**config.mk**
```make
export PLATFORM = sky130hd
export DESIGN_NAME = ising_cfg_top
export DESIGN_NICKNAME = d
export VERILOG_FILES = /design/src/source/ising_ctrl_pkg.sv /design/src/source/ising_data_pkg.sv /design/src/source/step_counter.sv /design/src/source/coeff_store.sv /design/src/source/analog_cfg.sv /design/src/source/ising_cfg_top.sv
export SDC_FILE = /design/constraint.sdc
export NUM_CORES = 1
export LEC_CHECK = 0
export CAP_MARGIN = 20
export CORE_MARGIN = 1
export CORE_UTILIZATION = 55
export DETAILED_ROUTE_END_ITERATION = 8
export DONT_BUFFER_PORTS = 1
export PLACE_DENSITY = 0.73
export SLEW_MARGIN = 20
export SYNTH_ARGS = -nofsm -noshare
export SYNTH_HDL_FRONTEND = slang
export SYNTH_SLANG_ARGS = --single-unit
```
**constraint.sdc**
```tcl
create_clock -name clk_i -period 5 [get_ports clk_i]
set_clock_uncertainty 0.05 [all_clocks]
set_input_delay 0.5 -clock clk_i [delete_from_list [all_inputs] [get_ports clk_i]]
set_output_delay 0.5 -clock clk_i [all_outputs]
set_load 0.02 [all_outputs]
```
**src/source/ising_ctrl_pkg.sv**
```systemverilog
/*
 * Control types for the configuration sequencer:
 * the cycle and transfer count type and the timing register bundle.
 */

package ising_ctrl_pkg;

    // cycle counts and address step counts
    typedef logic [15:0] counter_t;

    // timing settings, loaded together by cfg_load_i
    typedef struct packed {
        // cycles each word line is held
        counter_t cycle_per_dt_write;
        // address steps, J rows plus one for h
        counter_t trans_num;
    } cfg_timing_t;

endpackage

```
**src/source/ising_data_pkg.sv**
```systemverilog
/*
 * Coefficient types and size defaults:
 * the signed weight type, its width, and default array dimensions.
 */

package ising_data_pkg;

    // one J or h coefficient, two's complement
    typedef logic signed [3:0] weight_t;

    localparam int BIT_DATA = $bits(weight_t);

    // default array size for the top level
    localparam int NUM_SPIN_DEFAULT = 8;
    localparam int PARALLELISM_DEFAULT = 2;

endpackage

```
**src/source/step_counter.sv**
```systemverilog
/*
 * Loadable wrapping counter with a single-cycle overflow flag.
 */

`timescale 1ns/1ps

module step_counter (
    input  logic                     clk_i,
    input  logic                     rst_i,
    input  logic                     load_i,
    input  ising_ctrl_pkg::counter_t d_i,
    input  logic                     recount_i,
    input  logic                     step_i,
    output ising_ctrl_pkg::counter_t q_o,
    output logic                     overflow_o
);
    import ising_ctrl_pkg::*;

    counter_t limit_q;
    counter_t count_q;
    logic     at_last;

    assign at_last = (count_q == limit_q - counter_t'(1));
    assign overflow_o = step_i & at_last;
    assign q_o = count_q;

    always_ff @(posedge clk_i) begin
        if (rst_i) begin
            limit_q <= '0;
        end else if (load_i) begin
            limit_q <= d_i;
        end
    end

    // wraps on the step that reaches limit minus one
    always_ff @(posedge clk_i) begin
        if (rst_i || recount_i) begin
            count_q <= '0;
        end else if (step_i) begin
            count_q <= at_last ? '0 : count_q + counter_t'(1);
        end
    end

endmodule

```
**src/source/coeff_store.sv**
```systemverilog
/*
 * Coefficient store: J row memory with per-slice host writes,
 * the h register, and registered read ports for the sequencer.
 */

`timescale 1ns/1ps

module coeff_store #(
    parameter int num_spin    = ising_data_pkg::NUM_SPIN_DEFAULT,
    parameter int parallelism = ising_data_pkg::PARALLELISM_DEFAULT
) (
    input  logic                                                  clk_i,
    input  logic                                                  rst_i,
    // host write port
    input  logic                                                  wr_valid_i,
    output logic                                                  wr_ready_o,
    input  logic [$clog2(num_spin+1)-1:0]                         wr_addr_i,
    input  logic [num_spin*ising_data_pkg::BIT_DATA-1:0]          wr_data_i,
    input  logic                                                  busy_i,
    // sequencer read ports
    input  logic                                                  j_ren_i,
    input  logic [$clog2(num_spin/parallelism)-1:0]               j_raddr_i,
    output logic [parallelism*num_spin*ising_data_pkg::BIT_DATA-1:0] j_rdata_o,
    input  logic                                                  h_ren_i,
    output logic [num_spin*ising_data_pkg::BIT_DATA-1:0]          h_rdata_o
);
    import ising_data_pkg::*;

    localparam int ROWS  = num_spin / parallelism;
    localparam int J_AW  = $clog2(ROWS);
    localparam int SEL_W = (parallelism > 1) ? $clog2(parallelism) : 1;
    localparam int ROW_W = num_spin * BIT_DATA;
    localparam int WR_AW = $clog2(num_spin + 1);

    logic [parallelism*ROW_W-1:0] j_mem [ROWS];
    logic [ROW_W-1:0]             h_q;

    logic             wr_fire;
    logic             wr_is_j;
    logic             wr_is_h;
    logic [J_AW-1:0]  wr_row;
    logic [SEL_W-1:0] wr_slice;

    // host may only write while the sequencer is idle
    assign wr_ready_o = ~busy_i;
    assign wr_fire = wr_valid_i & wr_ready_o;

    assign wr_is_j = (wr_addr_i < WR_AW'(num_spin));
    assign wr_is_h = (wr_addr_i == WR_AW'(num_spin));
    assign wr_row = J_AW'(wr_addr_i / parallelism);
    assign wr_slice = SEL_W'(wr_addr_i % parallelism);

    // slice s of a row sits at bits [s*ROW_W +: ROW_W]
    always_ff @(posedge clk_i) begin
        if (wr_fire && wr_is_j) begin
            for (int s = 0; s < parallelism; s++) begin
                if (wr_slice == SEL_W'(s)) begin
                    j_mem[wr_row][s*ROW_W +: ROW_W] <= wr_data_i;
                end
            end
        end
    end

    always_ff @(posedge clk_i) begin
        if (wr_fire && wr_is_h) begin
            h_q <= wr_data_i;
        end
    end

    // read data valid the cycle after the strobe
    always_ff @(posedge clk_i) begin
        if (rst_i) begin
            j_rdata_o <= '0;
            h_rdata_o <= '0;
        end else begin
            if (j_ren_i) begin
                j_rdata_o <= j_mem[j_raddr_i];
            end
            if (h_ren_i) begin
                h_rdata_o <= h_q;
            end
        end
    end

endmodule

```
**src/source/analog_cfg.sv**
```systemverilog
/*
 * Configuration sequencer: walks the J rows slice by slice, then h,
 * and drives the write word lines and bit lines of the analog array.
 */

`timescale 1ns/1ps

module analog_cfg #(
    parameter int num_spin    = ising_data_pkg::NUM_SPIN_DEFAULT,
    parameter int parallelism = ising_data_pkg::PARALLELISM_DEFAULT
) (
    input  logic                                                  clk_i,
    input  logic                                                  rst_i,
    input  logic                                                  cfg_load_i,
    input  ising_ctrl_pkg::cfg_timing_t                           cfg_timing_i,
    input  logic                                                  start_i,
    // coefficient store reads
    output logic                                                  j_ren_o,
    output logic [$clog2(num_spin/parallelism)-1:0]               j_raddr_o,
    input  logic [parallelism*num_spin*ising_data_pkg::BIT_DATA-1:0] j_rdata_i,
    output logic                                                  h_ren_o,
    input  logic [num_spin*ising_data_pkg::BIT_DATA-1:0]          h_rdata_i,
    // analog array
    output logic [num_spin-1:0]                                   j_wwl_o,
    output logic                                                  h_wwl_o,
    output logic [num_spin*ising_data_pkg::BIT_DATA-1:0]          wbl_o,
    // status
    output logic                                                  busy_o,
    output logic                                                  idle_o
);
    import ising_ctrl_pkg::*;
    import ising_data_pkg::*;

    localparam int ROWS  = num_spin / parallelism;
    localparam int J_AW  = $clog2(ROWS);
    localparam int SEL_W = (parallelism > 1) ? $clog2(parallelism) : 1;
    localparam int IDX_W = $clog2(num_spin);
    localparam int ROW_W = num_spin * BIT_DATA;
    // h follows the last J row
    localparam counter_t H_ADDR = counter_t'(ROWS);

    logic             busy_q;
    logic             launch;
    counter_t         delay_q;
    counter_t         addr_q;
    logic             delay_ovf;
    logic             addr_ovf;
    logic             addr_step;
    logic             at_h;
    logic [SEL_W-1:0] sel_q;
    logic             last_slice;

    // read strobes delayed to meet the returning data
    logic             j_ren_q;
    logic             h_ren_q;
    logic [SEL_W-1:0] rd_sel_q;
    logic [IDX_W-1:0] rd_idx_q;
    logic [1:0]       ovf_pipe_q;
    logic [ROW_W-1:0] wbl_nxt;
    logic [num_spin-1:0] wl_onehot;

    assign launch = start_i & idle_o;
    assign at_h = (addr_q == H_ADDR);
    assign last_slice = (sel_q == SEL_W'(parallelism - 1));
    assign addr_step = delay_ovf & (last_slice | at_h);

    assign j_ren_o = busy_q & ~at_h & (delay_q == '0);
    assign h_ren_o = busy_q & at_h & (delay_q == '0);
    assign j_raddr_o = addr_q[J_AW-1:0];

    // idle only once the last word line has dropped
    assign idle_o = ~busy_q & ~j_ren_q & ~h_ren_q & ~h_wwl_o & ~(|j_wwl_o);
    assign busy_o = ~idle_o;

    assign wbl_nxt = h_ren_q ? h_rdata_i : j_rdata_i[rd_sel_q*ROW_W +: ROW_W];

    always_comb begin
        wl_onehot = '0;
        wl_onehot[rd_idx_q] = 1'b1;
    end

    always_ff @(posedge clk_i) begin
        if (rst_i) begin
            busy_q <= 1'b0;
        end else if (launch) begin
            busy_q <= 1'b1;
        end else if (addr_ovf) begin
            busy_q <= 1'b0;
        end
    end

    // slice within the current J row
    always_ff @(posedge clk_i) begin
        if (rst_i || launch) begin
            sel_q <= '0;
        end else if (delay_ovf && !at_h) begin
            sel_q <= last_slice ? '0 : sel_q + SEL_W'(1);
        end
    end

    always_ff @(posedge clk_i) begin
        if (rst_i) begin
            j_ren_q    <= 1'b0;
            h_ren_q    <= 1'b0;
            ovf_pipe_q <= '0;
        end else begin
            j_ren_q    <= j_ren_o;
            h_ren_q    <= h_ren_o;
            ovf_pipe_q <= {ovf_pipe_q[0], delay_ovf};
        end
    end

    // word line target, captured with the strobe
    always_ff @(posedge clk_i) begin
        if (j_ren_o) begin
            rd_sel_q <= sel_q;
            rd_idx_q <= IDX_W'(int'(j_raddr_o) * parallelism + int'(sel_q));
        end
    end

    // a new transfer takes priority over the end of the previous one
    always_ff @(posedge clk_i) begin
        if (rst_i) begin
            j_wwl_o <= '0;
            h_wwl_o <= 1'b0;
            wbl_o   <= '0;
        end else if (j_ren_q || h_ren_q) begin
            j_wwl_o <= j_ren_q ? wl_onehot : '0;
            h_wwl_o <= h_ren_q;
            wbl_o   <= wbl_nxt;
        end else if (ovf_pipe_q[1]) begin
            j_wwl_o <= '0;
            h_wwl_o <= 1'b0;
            wbl_o   <= '0;
        end
    end

    // hold time of each transfer
    step_counter u_step_counter_delay (
        .clk_i      (clk_i),
        .rst_i      (rst_i),
        .load_i     (cfg_load_i),
        .d_i        (cfg_timing_i.cycle_per_dt_write),
        .recount_i  (launch),
        .step_i     (busy_q),
        .q_o        (delay_q),
        .overflow_o (delay_ovf)
    );

    // row address, h last
    step_counter u_step_counter_addr (
        .clk_i      (clk_i),
        .rst_i      (rst_i),
        .load_i     (cfg_load_i),
        .d_i        (cfg_timing_i.trans_num),
        .recount_i  (launch),
        .step_i     (addr_step),
        .q_o        (addr_q),
        .overflow_o (addr_ovf)
    );

endmodule

```
**src/source/ising_cfg_top.sv**
```systemverilog
/*
 * Top level of the coefficient loading path:
 * coefficient store and configuration sequencer.
 */

`timescale 1ns/1ps

module ising_cfg_top #(
    parameter int num_spin    = ising_data_pkg::NUM_SPIN_DEFAULT,
    parameter int parallelism = ising_data_pkg::PARALLELISM_DEFAULT
) (
    input  logic                                         clk_i,
    input  logic                                         rst_i,
    input  logic                                         cfg_load_i,
    input  ising_ctrl_pkg::cfg_timing_t                  cfg_timing_i,
    input  logic                                         start_i,
    input  logic                                         wr_valid_i,
    output logic                                         wr_ready_o,
    input  logic [$clog2(num_spin+1)-1:0]                wr_addr_i,
    input  logic [num_spin*ising_data_pkg::BIT_DATA-1:0] wr_data_i,
    output logic [num_spin-1:0]                          j_wwl_o,
    output logic                                         h_wwl_o,
    output logic [num_spin*ising_data_pkg::BIT_DATA-1:0] wbl_o,
    output logic                                         idle_o
);
    import ising_data_pkg::*;

    localparam int ROW_W = num_spin * BIT_DATA;
    localparam int J_AW  = $clog2(num_spin / parallelism);

    logic                         busy;
    logic                         j_ren;
    logic [J_AW-1:0]              j_raddr;
    logic [parallelism*ROW_W-1:0] j_rdata;
    logic                         h_ren;
    logic [ROW_W-1:0]             h_rdata;

    coeff_store #(
        .num_spin    (num_spin),
        .parallelism (parallelism)
    ) u_coeff_store (
        .clk_i      (clk_i),
        .rst_i      (rst_i),
        .wr_valid_i (wr_valid_i),
        .wr_ready_o (wr_ready_o),
        .wr_addr_i  (wr_addr_i),
        .wr_data_i  (wr_data_i),
        .busy_i     (busy),
        .j_ren_i    (j_ren),
        .j_raddr_i  (j_raddr),
        .j_rdata_o  (j_rdata),
        .h_ren_i    (h_ren),
        .h_rdata_o  (h_rdata)
    );

    analog_cfg #(
        .num_spin    (num_spin),
        .parallelism (parallelism)
    ) u_analog_cfg (
        .clk_i        (clk_i),
        .rst_i        (rst_i),
        .cfg_load_i   (cfg_load_i),
        .cfg_timing_i (cfg_timing_i),
        .start_i      (start_i),
        .j_ren_o      (j_ren),
        .j_raddr_o    (j_raddr),
        .j_rdata_i    (j_rdata),
        .h_ren_o      (h_ren),
        .h_rdata_i    (h_rdata),
        .j_wwl_o      (j_wwl_o),
        .h_wwl_o      (h_wwl_o),
        .wbl_o        (wbl_o),
        .busy_o       (busy),
        .idle_o       (idle_o)
    );

endmodule

```
## Word-level counts from Yosys, hierarchy flattened

Memories as Yosys holds them, arrays and structs flattened. A register that Yosys moved wholly into a read port is not among the register bits.
Index checks and enable logic that the tools add are counted.

- Output and inout bits: 43
- Memories: 1
- Bits of input ports: 73
- Bits in writable memories: 256
- Register bits after elaboration: 179
- Logic and storage cells: 83

- Reduce and logical (&&, ||, !) cells: 11
- $add $sub $neg: 6
- Bitwise logic cells: 20
- $lt $le $gt $ge: 3
- Muxes and demuxes: 21
- Equal/unequal tests: 4
- Shift operators: 1

Memories:

| memory | words | width | read ports | clocked after Yosys merged registers in | wr ports | line | RTL |
|---|---|---|---|---|---|---|---|
| u_coeff_store.j_mem | 4 | 64 | 1 | 1 | 1 | coeff_store.sv:35 | `logic [parallelism*ROW_W-1:0] j_mem [ROWS];` |

Operators by type and width:

| operator | count |
|---|---|
| $mux 32 | 3 |
| $shiftx 64x7->32 | 1 |
| $add 16x1->16 const B | 2 |
| $eq 16x16->1 | 2 |
| $mux 16 | 2 |
| $sub 16x1->16 const B | 2 |
| $mux 8 | 3 |
| $eq 16x3->1 const B | 1 |
| $logic_not 16->1 | 1 |
| $and 1x1->1 | 13 |
| $mux 1 | 12 |
| $reduce_or 8->1 | 1 |
| $not 1->1 | 6 |
| $eq 4x4->1 const B | 1 |
| $logic_and 1x1->1 | 4 |
| $lt 3x4->1 const B | 1 |
| $lt 4x4->1 const B | 1 |
| $reduce_bool 2->1 | 2 |
| $add 3x1->3 | 1 |
| $demux 1 s3 | 1 |
| $ge 3x1->1 const B | 1 |
| $logic_or 1x1->1 | 2 |
| $add 1x1->1 const B | 1 |
| $logic_not 1->1 | 1 |
| $or 1x1->1 | 1 |

## Depth between registers and ports, before layout

Gate-level depths: netlist (run 1).

- Depth in word-level cells: 9
- Mapped depth: 15
- Gate-level depth less buffers: 10

## Cells and area by module

A second synthesis (run 1) with hierarchy kept.

- Cells, all modules: 1406
- Area total of the unflattened synthesis: 20240.7 µm²

Modules (own cells, without submodules):

| module | instances | sequential area each (µm²) | area an instance (µm²) | cells an instance |
|---|---|---|---|---|
| coeff_store | 1 | 10570.1 | 14192.4 | 771 |
| step_counter | 2 | 640.6 | 1854.3 | 204 |
| analog_cfg | 1 | 1031.0 | 2339.7 | 227 |

## Worst setup path after synthesis (run 1)

OpenSTA, ideal clock, no wires.

- Path kind: register to register
- Start: register u_analog_cfg.busy_q
- End: memory u_coeff_store.j_mem[3][0] in the netlist's numbering (enable)
- Data arrival time: 4.448 ns
- Period minus slack after synthesis: 5.003 ns
- Data required time: 4.445 ns
- Library setup time: 0.505 ns
- Setup slack: -0.003 ns
- Path buffers: 2
- Stages on the path, launching flop included: 7
- Cells stage by stage: dfxtp_1 clkbuf_1 nor4_1 and3_1 clkbuf_1 nand2_1 nor4_1

- Cells in the longest elaborated chain, start to end: 9

RTL lines:

| item | line | RTL |
|---|---|---|
| start: declaration | analog_cfg.sv:42 | `logic busy_q;` |
| start signal: assignment | analog_cfg.sv:84 | `busy_q <= 1'b0;` |
| start signal: assignment | analog_cfg.sv:86 | `busy_q <= 1'b1;` |
| start signal: assignment | analog_cfg.sv:88 | `busy_q <= 1'b0;` |
| $not 1->1 | analog_cfg.sv:72 | `assign idle_o = ~busy_q & ~j_ren_q & ~h_ren_q & ~h_wwl_o & ~(\|j_wwl_o);` |
| $and 1x1->1 (4 in series) | analog_cfg.sv:72 |  |
| net idle_o | ising_cfg_top.sv:24 | `output logic idle_o` |
| $and 1x1->1 | coeff_store.sv:46 | `assign wr_fire = wr_valid_i & wr_ready_o;` |
| $logic_and 1x1->1 | coeff_store.sv:55 | `if (wr_fire && wr_is_j) begin` |
| $mux 1 | coeff_store.sv:55 |  |
| $mux 1 (implied by the code) | coeff_store.sv:58 | `j_mem[wr_row][s*ROW_W +: ROW_W] <= wr_data_i;` |
| end: declaration | coeff_store.sv:35 |  |

The timed path passes the listed nets, and every way through them passes these cells.

## Worst setup path in the final report (run 1)

- Start: register u_analog_cfg.j_wwl_o[2]
- End: register u_coeff_store.h_q[18] (enable)

- Cells in the longest elaborated chain, start to end: 5

RTL lines:

| item | line | RTL |
|---|---|---|
| start: declaration | analog_cfg.sv:24 | `output logic [num_spin-1:0] j_wwl_o,` |
| start signal: assignment | analog_cfg.sv:128 | `j_wwl_o <= j_ren_q ? wl_onehot : '0;` |
| $reduce_or 8->1 | analog_cfg.sv:72 |  |
| $not 1->1 | analog_cfg.sv:72 |  |
| $and 1x1->1 | analog_cfg.sv:72 |  |
| net idle_o | ising_cfg_top.sv:24 |  |
| $and 1x1->1 | coeff_store.sv:46 |  |
| $logic_and 1x1->1 | coeff_store.sv:65 | `if (wr_fire && wr_is_h) begin` |
| end signal: assignment | coeff_store.sv:66 | `h_q <= wr_data_i;` |
| end: declaration | coeff_store.sv:36 | `logic [ROW_W-1:0] h_q;` |

The timed path passes the listed nets, and every way through them passes these cells.
A chain may end at the register's enable or synchronous reset.

==> flow_metrics.py, run 1 <==
metrics = {
    "logic_synthesis": {
        "synth-compound-area-share_pct": 5.243,
        "synth_simple_gate_area_share_pct": 10.68,
        "ys_seq_area_share_pct": 65.99,
        "syn_avg_cell_area_sq_um": 13.65,
        "synth.largest_area_cell": "edfxtp_1",
        "ys_types": 69,
        "synthCells": 1430,
        "synth_fa_ha_area_share_pct": 0.3846,
        "synth_nets": 1509,
        "synth-seq-cells": 498,
        "synth_xor_area_share_pct": 2.987,
        "synth_async_sr_flop_share_pct": 0,
        "muxShareOfSynthArea_pct": 12.67,
        "synthesis.area_sq_um": 19520,
        "yosys-top-cells-area": "edfxtp_1 45%, dfxtp_1 21%, mux4_2 7.4%",
        "yosys.area.top_type_share_pct": 44.76,
        "synth_top_family_by_area": "multiplexers",
        "ys.flop_type": "edfxtp_1",
        "synth-edff-count": 291,
        "yosys_warnings": 0,
    },
    "clock_tree": {
        "cts_htree_levels": 2,
        "cts_tree": "yes",
        "clock_latency_ns": 0.57,
        "cts_made_buffers": 49,
        "cts.sinks": 498,
        "cts_buffer_depth": 3,
        "cts_resized": 0,
        "cts.reportedPaths.clkPinSlew_ns": 0.06,
        "root_buffer": "clkbuf_16",
    },
    "routing": {
        "ant_nets": 0,
        "drc": 0,
        "routedWlPerCell_um": 21.80,
        "drtIter0Drc": 918,
        "drt-pass1-iter-count": 5,
        "vias": 11710,
        "vias_per_cell": 6.035,
        "wl_mm": 42.32,
    },
    "timing": {
        "setup_slack_ns": 1.383,
        "tightest_slew_ns": 1.144,
        "fin_crit_sh_pct": 72.34,
        "final.min_clock_period_ns": 3.617,
        "setup_viol": 0,
        "final.setup.tns_ns": 0,
        "hold_viol": 0,
        "maxSlewViolCount": 0,
        "max_freq_mhz": 276.5,
        "rsz0062_at_grt": "no",
        "slew_headroom_pct": 23.57,
    },
    "setup_path": {
        "crit_path_end_kind": "register",
        "regToRegSetupSlack_ns": 1.38,
        "path_cells": "nor4_1 > and3_1 > nand2_1 > nor3_2 > buf_4",
        "r2r_cells": 5,
        "path_delay_family": "simple AND/OR/NAND/NOR gates",
        "worstSetupPathType": "reg2reg",
        "crit_fanout": 13,
        "path_depth": 5,
        "crit_slowest_cell": "nor3_2",
        "startpoint_type": "register",
        "slowest_delay_ns": 0.77,
        "r2r-start": "u_analog_cfg.j_wwl_o[2]",
        "startpoint": "u_analog_cfg.j_wwl_o[2]",
        "arrival_ns": 3.82,
        "cp_num_buf_inv": 1,
        "cp.required_ns": 5.20,
    },
    "place": {
        "place_area_sq_um": 19960,
        "post-place-ws_ns": 1.477,
        "port_buffers": 0,
        "dp.cells": 1815,
        "dp_hpwl_mm": 25.43,
        "gp_congestion": 0.8377,
    },
    "global_route": {
        "use_met1_pct": 31.11,
        "grt_pass1_vias": 11510,
        "grtUsageMet2_pct": 39.86,
        "grtUsageMet3_pct": 3.736,
        "track_usage_pct": 23.47,
        "busiest_layer": "met2",
        "grt_pass1_wl_mm": 65.10,
        "grt_antenna_before_repair": 1,
        "grt_remaining_overflow": 0,
        "grt_max_degree": 175,
    },
    "finish": {
        "final_cell_mix": "291 x edfxtp_1, 205 x dfxtp_1, 152 x nor2_1, 150 x nand2_1, 78 x a21oi_1",
        "fin_cells": 1941,
        "drive_gt1_share_pct": 15.22,
        "register_area_sq_um": 12890,
        "final_common_cell": "edfxtp_1",
        "area_growth_pct": 12.29,
        "fillers": 2483,
        "final_area_sq_um": 21920,
        "finish.net_count": 1523,
        "multi_input_area_sq_um": 6307,
    },
    "floorplan": {
        "core-area_sq_um": 34710,
        "die_w_um": 190.4,
        "rows": 68,
        "start_util_pct": 56.24,
        "dieArea_sq_um": 36250,
        "num_io_pins": 116,
        "fp.dieH_um": 190.4,
    },
    "min_path": {
        "min_path_cells": 2,
        "hold_path_class": "in2reg",
        "hp-start": "cfg_timing_i[22]",
    },
    "pwr": {
        "p_leak_nw": 7.294,
        "powerDensity_nw_per_um2": 403.3,
        "power_mw": 8.841,
        "irDropWorstVdd_mv": 0.3247,
    },
    "job": {
        "maxCapViolations": 0,
    },
    "run_status": {
        "status": "finished clean",
    },
}
## worst register-to-register path: stages, from the launching register on
cell	delay, ns
dfxtp_1	0.38
nor4_1	0.73
and3_1	0.70
nand2_1	0.26
nor3_2	0.77
buf_4	0.40
## stage by stage
stage | util [%] | hold slack [ns]
floorplan | - | 0.3638
detailed placement | 57.49 | 0.3826
CTS | 63.13 | 0.007217
global route | 63.15 | 0.01781
finish | 63.15 | 0.02597
global placement | 57.49 | 0.3791
## final timing paths
kind / to
setup reg to reg: u_coeff_store.h_q[18]
setup / recovery: u_coeff_store.h_q[18]
hold / removal: u_analog_cfg.u_step_counter_delay.limit_q[6]
hold reg to reg: u_analog_cfg.ovf_pipe_q[1]
## registers in the layout, summed over array words and instances, names as in the netlist, 3 cells and up
register,flops
u_analog_cfg.wbl_o,32
u_coeff_store.h_rdata_o,32
u_analog_cfg.u_step_counter_delay.limit_q,16
u_analog_cfg.u_step_counter_addr.q_o,16
u_coeff_store.j_rdata_o,64
u_analog_cfg.u_step_counter_addr.limit_q,16
u_analog_cfg.rd_idx_q,3
u_analog_cfg.j_wwl_o,8
u_analog_cfg.u_step_counter_delay.q_o,16
u_coeff_store.j_mem,256
u_coeff_store.h_q,32
## routing by layer
layer | share of wire (%) | wire length (um)
met3 | 5.8 | 2434
met2 | 50 | 21170
met5 | 0 | 0
met4 | 2.3 | 981
met1 | 42 | 17730
## repair_timing
item                                   in CTS  in global routing
endpoints found under the hold margin     462                  0
setup endpoints to repair                   0                  0
hold buffers                               33                  0
setup buffers                               0                  0
## where the power goes
group	internal (mW)	switching, mW
clock network	2.09	1.54
registers	4.47	0.111
logic	0.223	0.415
total	6.78	2.06
## cell type report
cell class | instances | share of cell area [%]
clock inverters | 18 | 0.6907
diodes | 1 | 0.01142
inverters | 16 | 0.2740
multi-input cells | 828 | 28.77
repair buffers | 51 | 2.203
clock buffers | 74 | 6.656
flip-flops and latches | 498 | 58.79
well taps | 455 | 2.597
## kinds of logic after synthesis
| kind of cell | Yosys count |
|---|---|
| adder cells (fa/ha/maj) | 6 |
| buffers and inverters | 104 |
| XOR/XNOR | 65 |
| AO/OA/AOI/OAI | 151 |
| AND/OR/NAND/NOR | 443 |
| flip-flops | 498 |
| multiplexers | 163 |
## cell usage after synthesis, types with 5 or more instances
| cell | instances |
|---|---|
| a22oi_1 | 5 |
| mux4_2 | 64 |
| nor2b_1 | 9 |
| nor4_1 | 10 |
| dfxtp_1 | 207 |
| mux2_2 | 33 |
| nand2b_1 | 6 |
| nand3_1 | 13 |
| buf_1 | 13 |
| inv_1 | 16 |
| xor2_1 | 34 |
| ha_1 | 6 |
| clkbuf_1 | 70 |
| edfxtp_1 | 291 |
| nand2_1 | 150 |
| xnor2_1 | 30 |
| and3_1 | 10 |
| a222oi_1 | 31 |
| o21ai_0 | 7 |
| and2_1 | 7 |
| mux2i_1 | 66 |
| a21oi_1 | 78 |
| nor3_1 | 17 |
| nand4_1 | 22 |
| nor2_1 | 154 |
Power figures use the tool's default switching activity.
==> inputs of run 2 (changes only) <==
--- a/config.mk
+++ b/config.mk
@@ -5,12 +5,13 @@
 export SDC_FILE = /design/constraint.sdc
 export NUM_CORES = 1
 export LEC_CHECK = 0
+export ABC_AREA = 1
 export CAP_MARGIN = 20
 export CORE_MARGIN = 1
 export CORE_UTILIZATION = 55
 export DETAILED_ROUTE_END_ITERATION = 8
 export DONT_BUFFER_PORTS = 1
-export PLACE_DENSITY = 0.73
+export PLACE_DENSITY = 0.7
 export SLEW_MARGIN = 20
 export SYNTH_ARGS = -nofsm -noshare
 export SYNTH_HDL_FRONTEND = slang
==> constraint.sdc (replaced) <==
create_clock -name clk_i -period 3.6 [get_ports clk_i]
set_clock_uncertainty 0.05 [all_clocks]
set_input_delay 0.36 -clock clk_i [delete_from_list [all_inputs] [get_ports clk_i]]
set_output_delay 0.36 -clock clk_i [all_outputs]
set_load 0.02 [all_outputs]
==> run 2 against run 1 <==
Routed wire length up 19%. Register-to-register slack worse by 0.67 ns. Clock power up 41%. Critical endpoint is now u_coeff_store.j_mem[1][12].
==> flow_metrics.py, run 2 <==
metrics = {
    "pwr": {
        "powerDensity_nw_per_um2": 529.7,
        "irDropWorstVdd_mv": 0.3610,
        "power_mw": 12.30,
        "p_leak_nw": 8.328,
    },
    "setup_path": {
        "worstSetupPathType": "reg2reg",
        "crit_path_end_kind": "register",
        "arrival_ns": 3.05,
        "cp.required_ns": 3.77,
        "crit_fanout": 32,
        "startpoint_type": "register",
    },
    "global_route": {
        "grt_antenna_before_repair": 4,
        "grt_max_degree": 98,
        "grt_remaining_overflow": 0,
        "grt_pass1_wl_mm": 80.16,
        "grt_pass1_vias": 14660,
        "track_usage_pct": 26.92,
    },
    "timing": {
        "slew_headroom_pct": 27.74,
        "hold_viol": 0,
        "setup_viol": 0,
        "holdWs_ns": 0.01601,
        "maxSlewViolCount": 0,
        "fin_crit_sh_pct": 80.09,
        "final.min_clock_period_ns": 2.883,
        "max_freq_mhz": 346.9,
        "tightest_slew_ns": 1.077,
        "setup_slack_ns": 0.7169,
        "rsz0062_at_grt": "no",
    },
    "finish": {
        "area_growth_pct": 13.38,
        "drive_gt1_share_pct": 8.464,
        "final_area_sq_um": 23220,
        "largest_reg_flops": 256,
        "fillers": 2904,
        "final_common_cell": "nor2_1",
        "top_regs": "u_coeff_store.j_mem: 256 flops, u_coeff_store.j_rdata_o: 64 flops",
        "finish.net_count": 2212,
        "top_register": "u_coeff_store.j_mem",
        "final_cell_mix": "433 x nor2_1, 291 x edfxtp_1, 286 x nand2_1, 264 x o21ai_0, 205 x dfxtp_1",
    },
    "clock_tree": {
        "clock_latency_ns": 0.59,
        "cts.reportedPaths.clkPinSlew_ns": 0.06,
        "cts_tree": "yes",
        "cts_resized": 0,
        "cts_buffer_depth": 3,
        "cts_made_buffers": 50,
        "cts.sinks": 498,
        "cts_htree_levels": 2,
        "root_buffer": "clkbuf_16",
    },
    "place": {
        "place_area_sq_um": 20870,
        "post-place-ws_ns": 0.7645,
        "dp_hpwl_mm": 30.20,
        "port_buffers": 0,
        "gp_congestion": 0.9142,
    },
    "floorplan": {
        "dieArea_sq_um": 38010,
        "core-area_sq_um": 36610,
        "rows": 70,
        "die_w_um": 195.0,
        "num_io_pins": 116,
        "start_util_pct": 55.94,
        "fp.dieH_um": 195.0,
    },
    "routing": {
        "wl_mm": 50.52,
        "drc": 0,
        "routedWlPerCell_um": 19.10,
        "ant_nets": 0,
        "vias_per_cell": 5.688,
        "vias": 15050,
        "drtIter0Drc": 1200,
        "drt-pass1-iter-count": 5,
    },
    "logic_synthesis": {
        "yosys-top-cells-area": "edfxtp_1 43%, dfxtp_1 20%, nor2_1 8.0%",
        "synth.top_cells.by_count": "435 x nor2_1, 291 x edfxtp_1, 286 x nand2_1, 264 x o21ai_0, 207 x dfxtp_1",
        "synth-edff-count": 291,
        "synthCells": 2098,
        "synth.largest_area_cell": "edfxtp_1",
        "yosys.area.top_type_share_pct": 42.67,
        "synth_most_common_cell": "nor2_1",
        "yosys_warnings": 0,
        "ys.flop_type": "edfxtp_1",
        "ys_seq_area_share_pct": 62.90,
        "syn_avg_cell_area_sq_um": 9.762,
        "ys_types": 48,
        "synth_nets": 2177,
        "synth_async_sr_flop_share_pct": 0,
        "synth-seq-cells": 498,
        "synthesis.area_sq_um": 20480,
    },
    "min_path": {
        "hold_path_class": "in2reg",
    },
    "job": {
        "maxCapViolations": 0,
    },
    "run_status": {
        "status": "finished clean",
    },
}
## run 2: area by class of cell
class                      instances  area, sq um  area share [%]
tap                              468        585.6           2.522
antenna                            3        7.507         0.03233
clock buffer                      74         1443           6.213
clock inverter                    19        175.2          0.7544
timing repair buffer             100        965.9           4.160
sequential                       498        12890           55.50
inverter                          94        360.3           1.552
multi-input combinational       1389         6795           29.26
## run 2: path summary, 6_finish.rpt
path	start	to	slack, ns	depth (start not counted)
hold / removal	cfg_timing_i[20]	u_analog_cfg.u_step_counter_delay.limit_q[4]	0.02	2
setup reg to reg	u_analog_cfg.j_wwl_o[3]	u_coeff_store.j_mem[1][12]	0.72	6
setup / recovery	u_analog_cfg.j_wwl_o[3]	u_coeff_store.j_mem[1][12]	0.72	6
hold reg to reg	u_analog_cfg.ovf_pipe_q[0]	u_analog_cfg.ovf_pipe_q[1]	0.35	2
## run 2: what timing repair did
action	4_1_cts	5_1_grt
hold buffers	71	0
buffers inserted	0	0
hold endpoints to repair	359	0
## run 2: kinds of logic (layout without fill, tap and decap cells)
kind of cell / count (synthesis) / after routing / synth area share [%]
AO/OA/AOI/OAI: 448 / 448 / 12.00
XOR/XNOR: 49 / 49 / 2.096
adder cells (fa/ha/maj): 6 / 6 / 0.3666
buffers and inverters: 211 / 287 / 4.240
flip-flops: 498 / 498 / 62.90
other: 0 / 3 / 0
AND/OR/NAND/NOR: 886 / 886 / 18.40
## run 2: per-stage QoR
| step | TNS (ns) | utilization [%] | cells |
|---|---|---|---|
| 6_report | 0 | 63.42 | 2645 |
| 5_1_grt | 0 | 63.42 | 2645 |
| 4_1_cts | 0 | 63.40 | 2642 |
| 2_1_floorplan | -59.50 | - | 2098 |
| 3_3_place_gp | 0 | 56.92 | 2477 |
| 3_5_place_dp | 0 | 57.00 | 2478 |
## run 2: worst max-delay path: stages (launching register included)
cell,delay (ns)
dfxtp_1,0.38
nor4_1,0.37
nand3_1,0.24
nor2_1,0.46
nand3_1,0.31
nor3_2,0.18
buf_4,0.49
## run 2: report_power, final
group / internal, mW / leakage (nW) / switching [mW]
Combinational: 0.293 / 3.22 / 0.593
Clock: 2.93 / 0.788 / 2.16
Sequential: 6.20 / 4.32 / 0.127
Total: 9.42 / 8.33 / 2.88
## run 2: routing by layer
metal / track usage, % / wire (um) / up-vias
met5: 0 / 13 / -
met4: 10.24 / 1516 / 2
met3: 4.754 / 3353 / 107
met2: 44.97 / 24190 / 513
met1: 35.03 / 21450 / 7169
li1: - / - / 7254
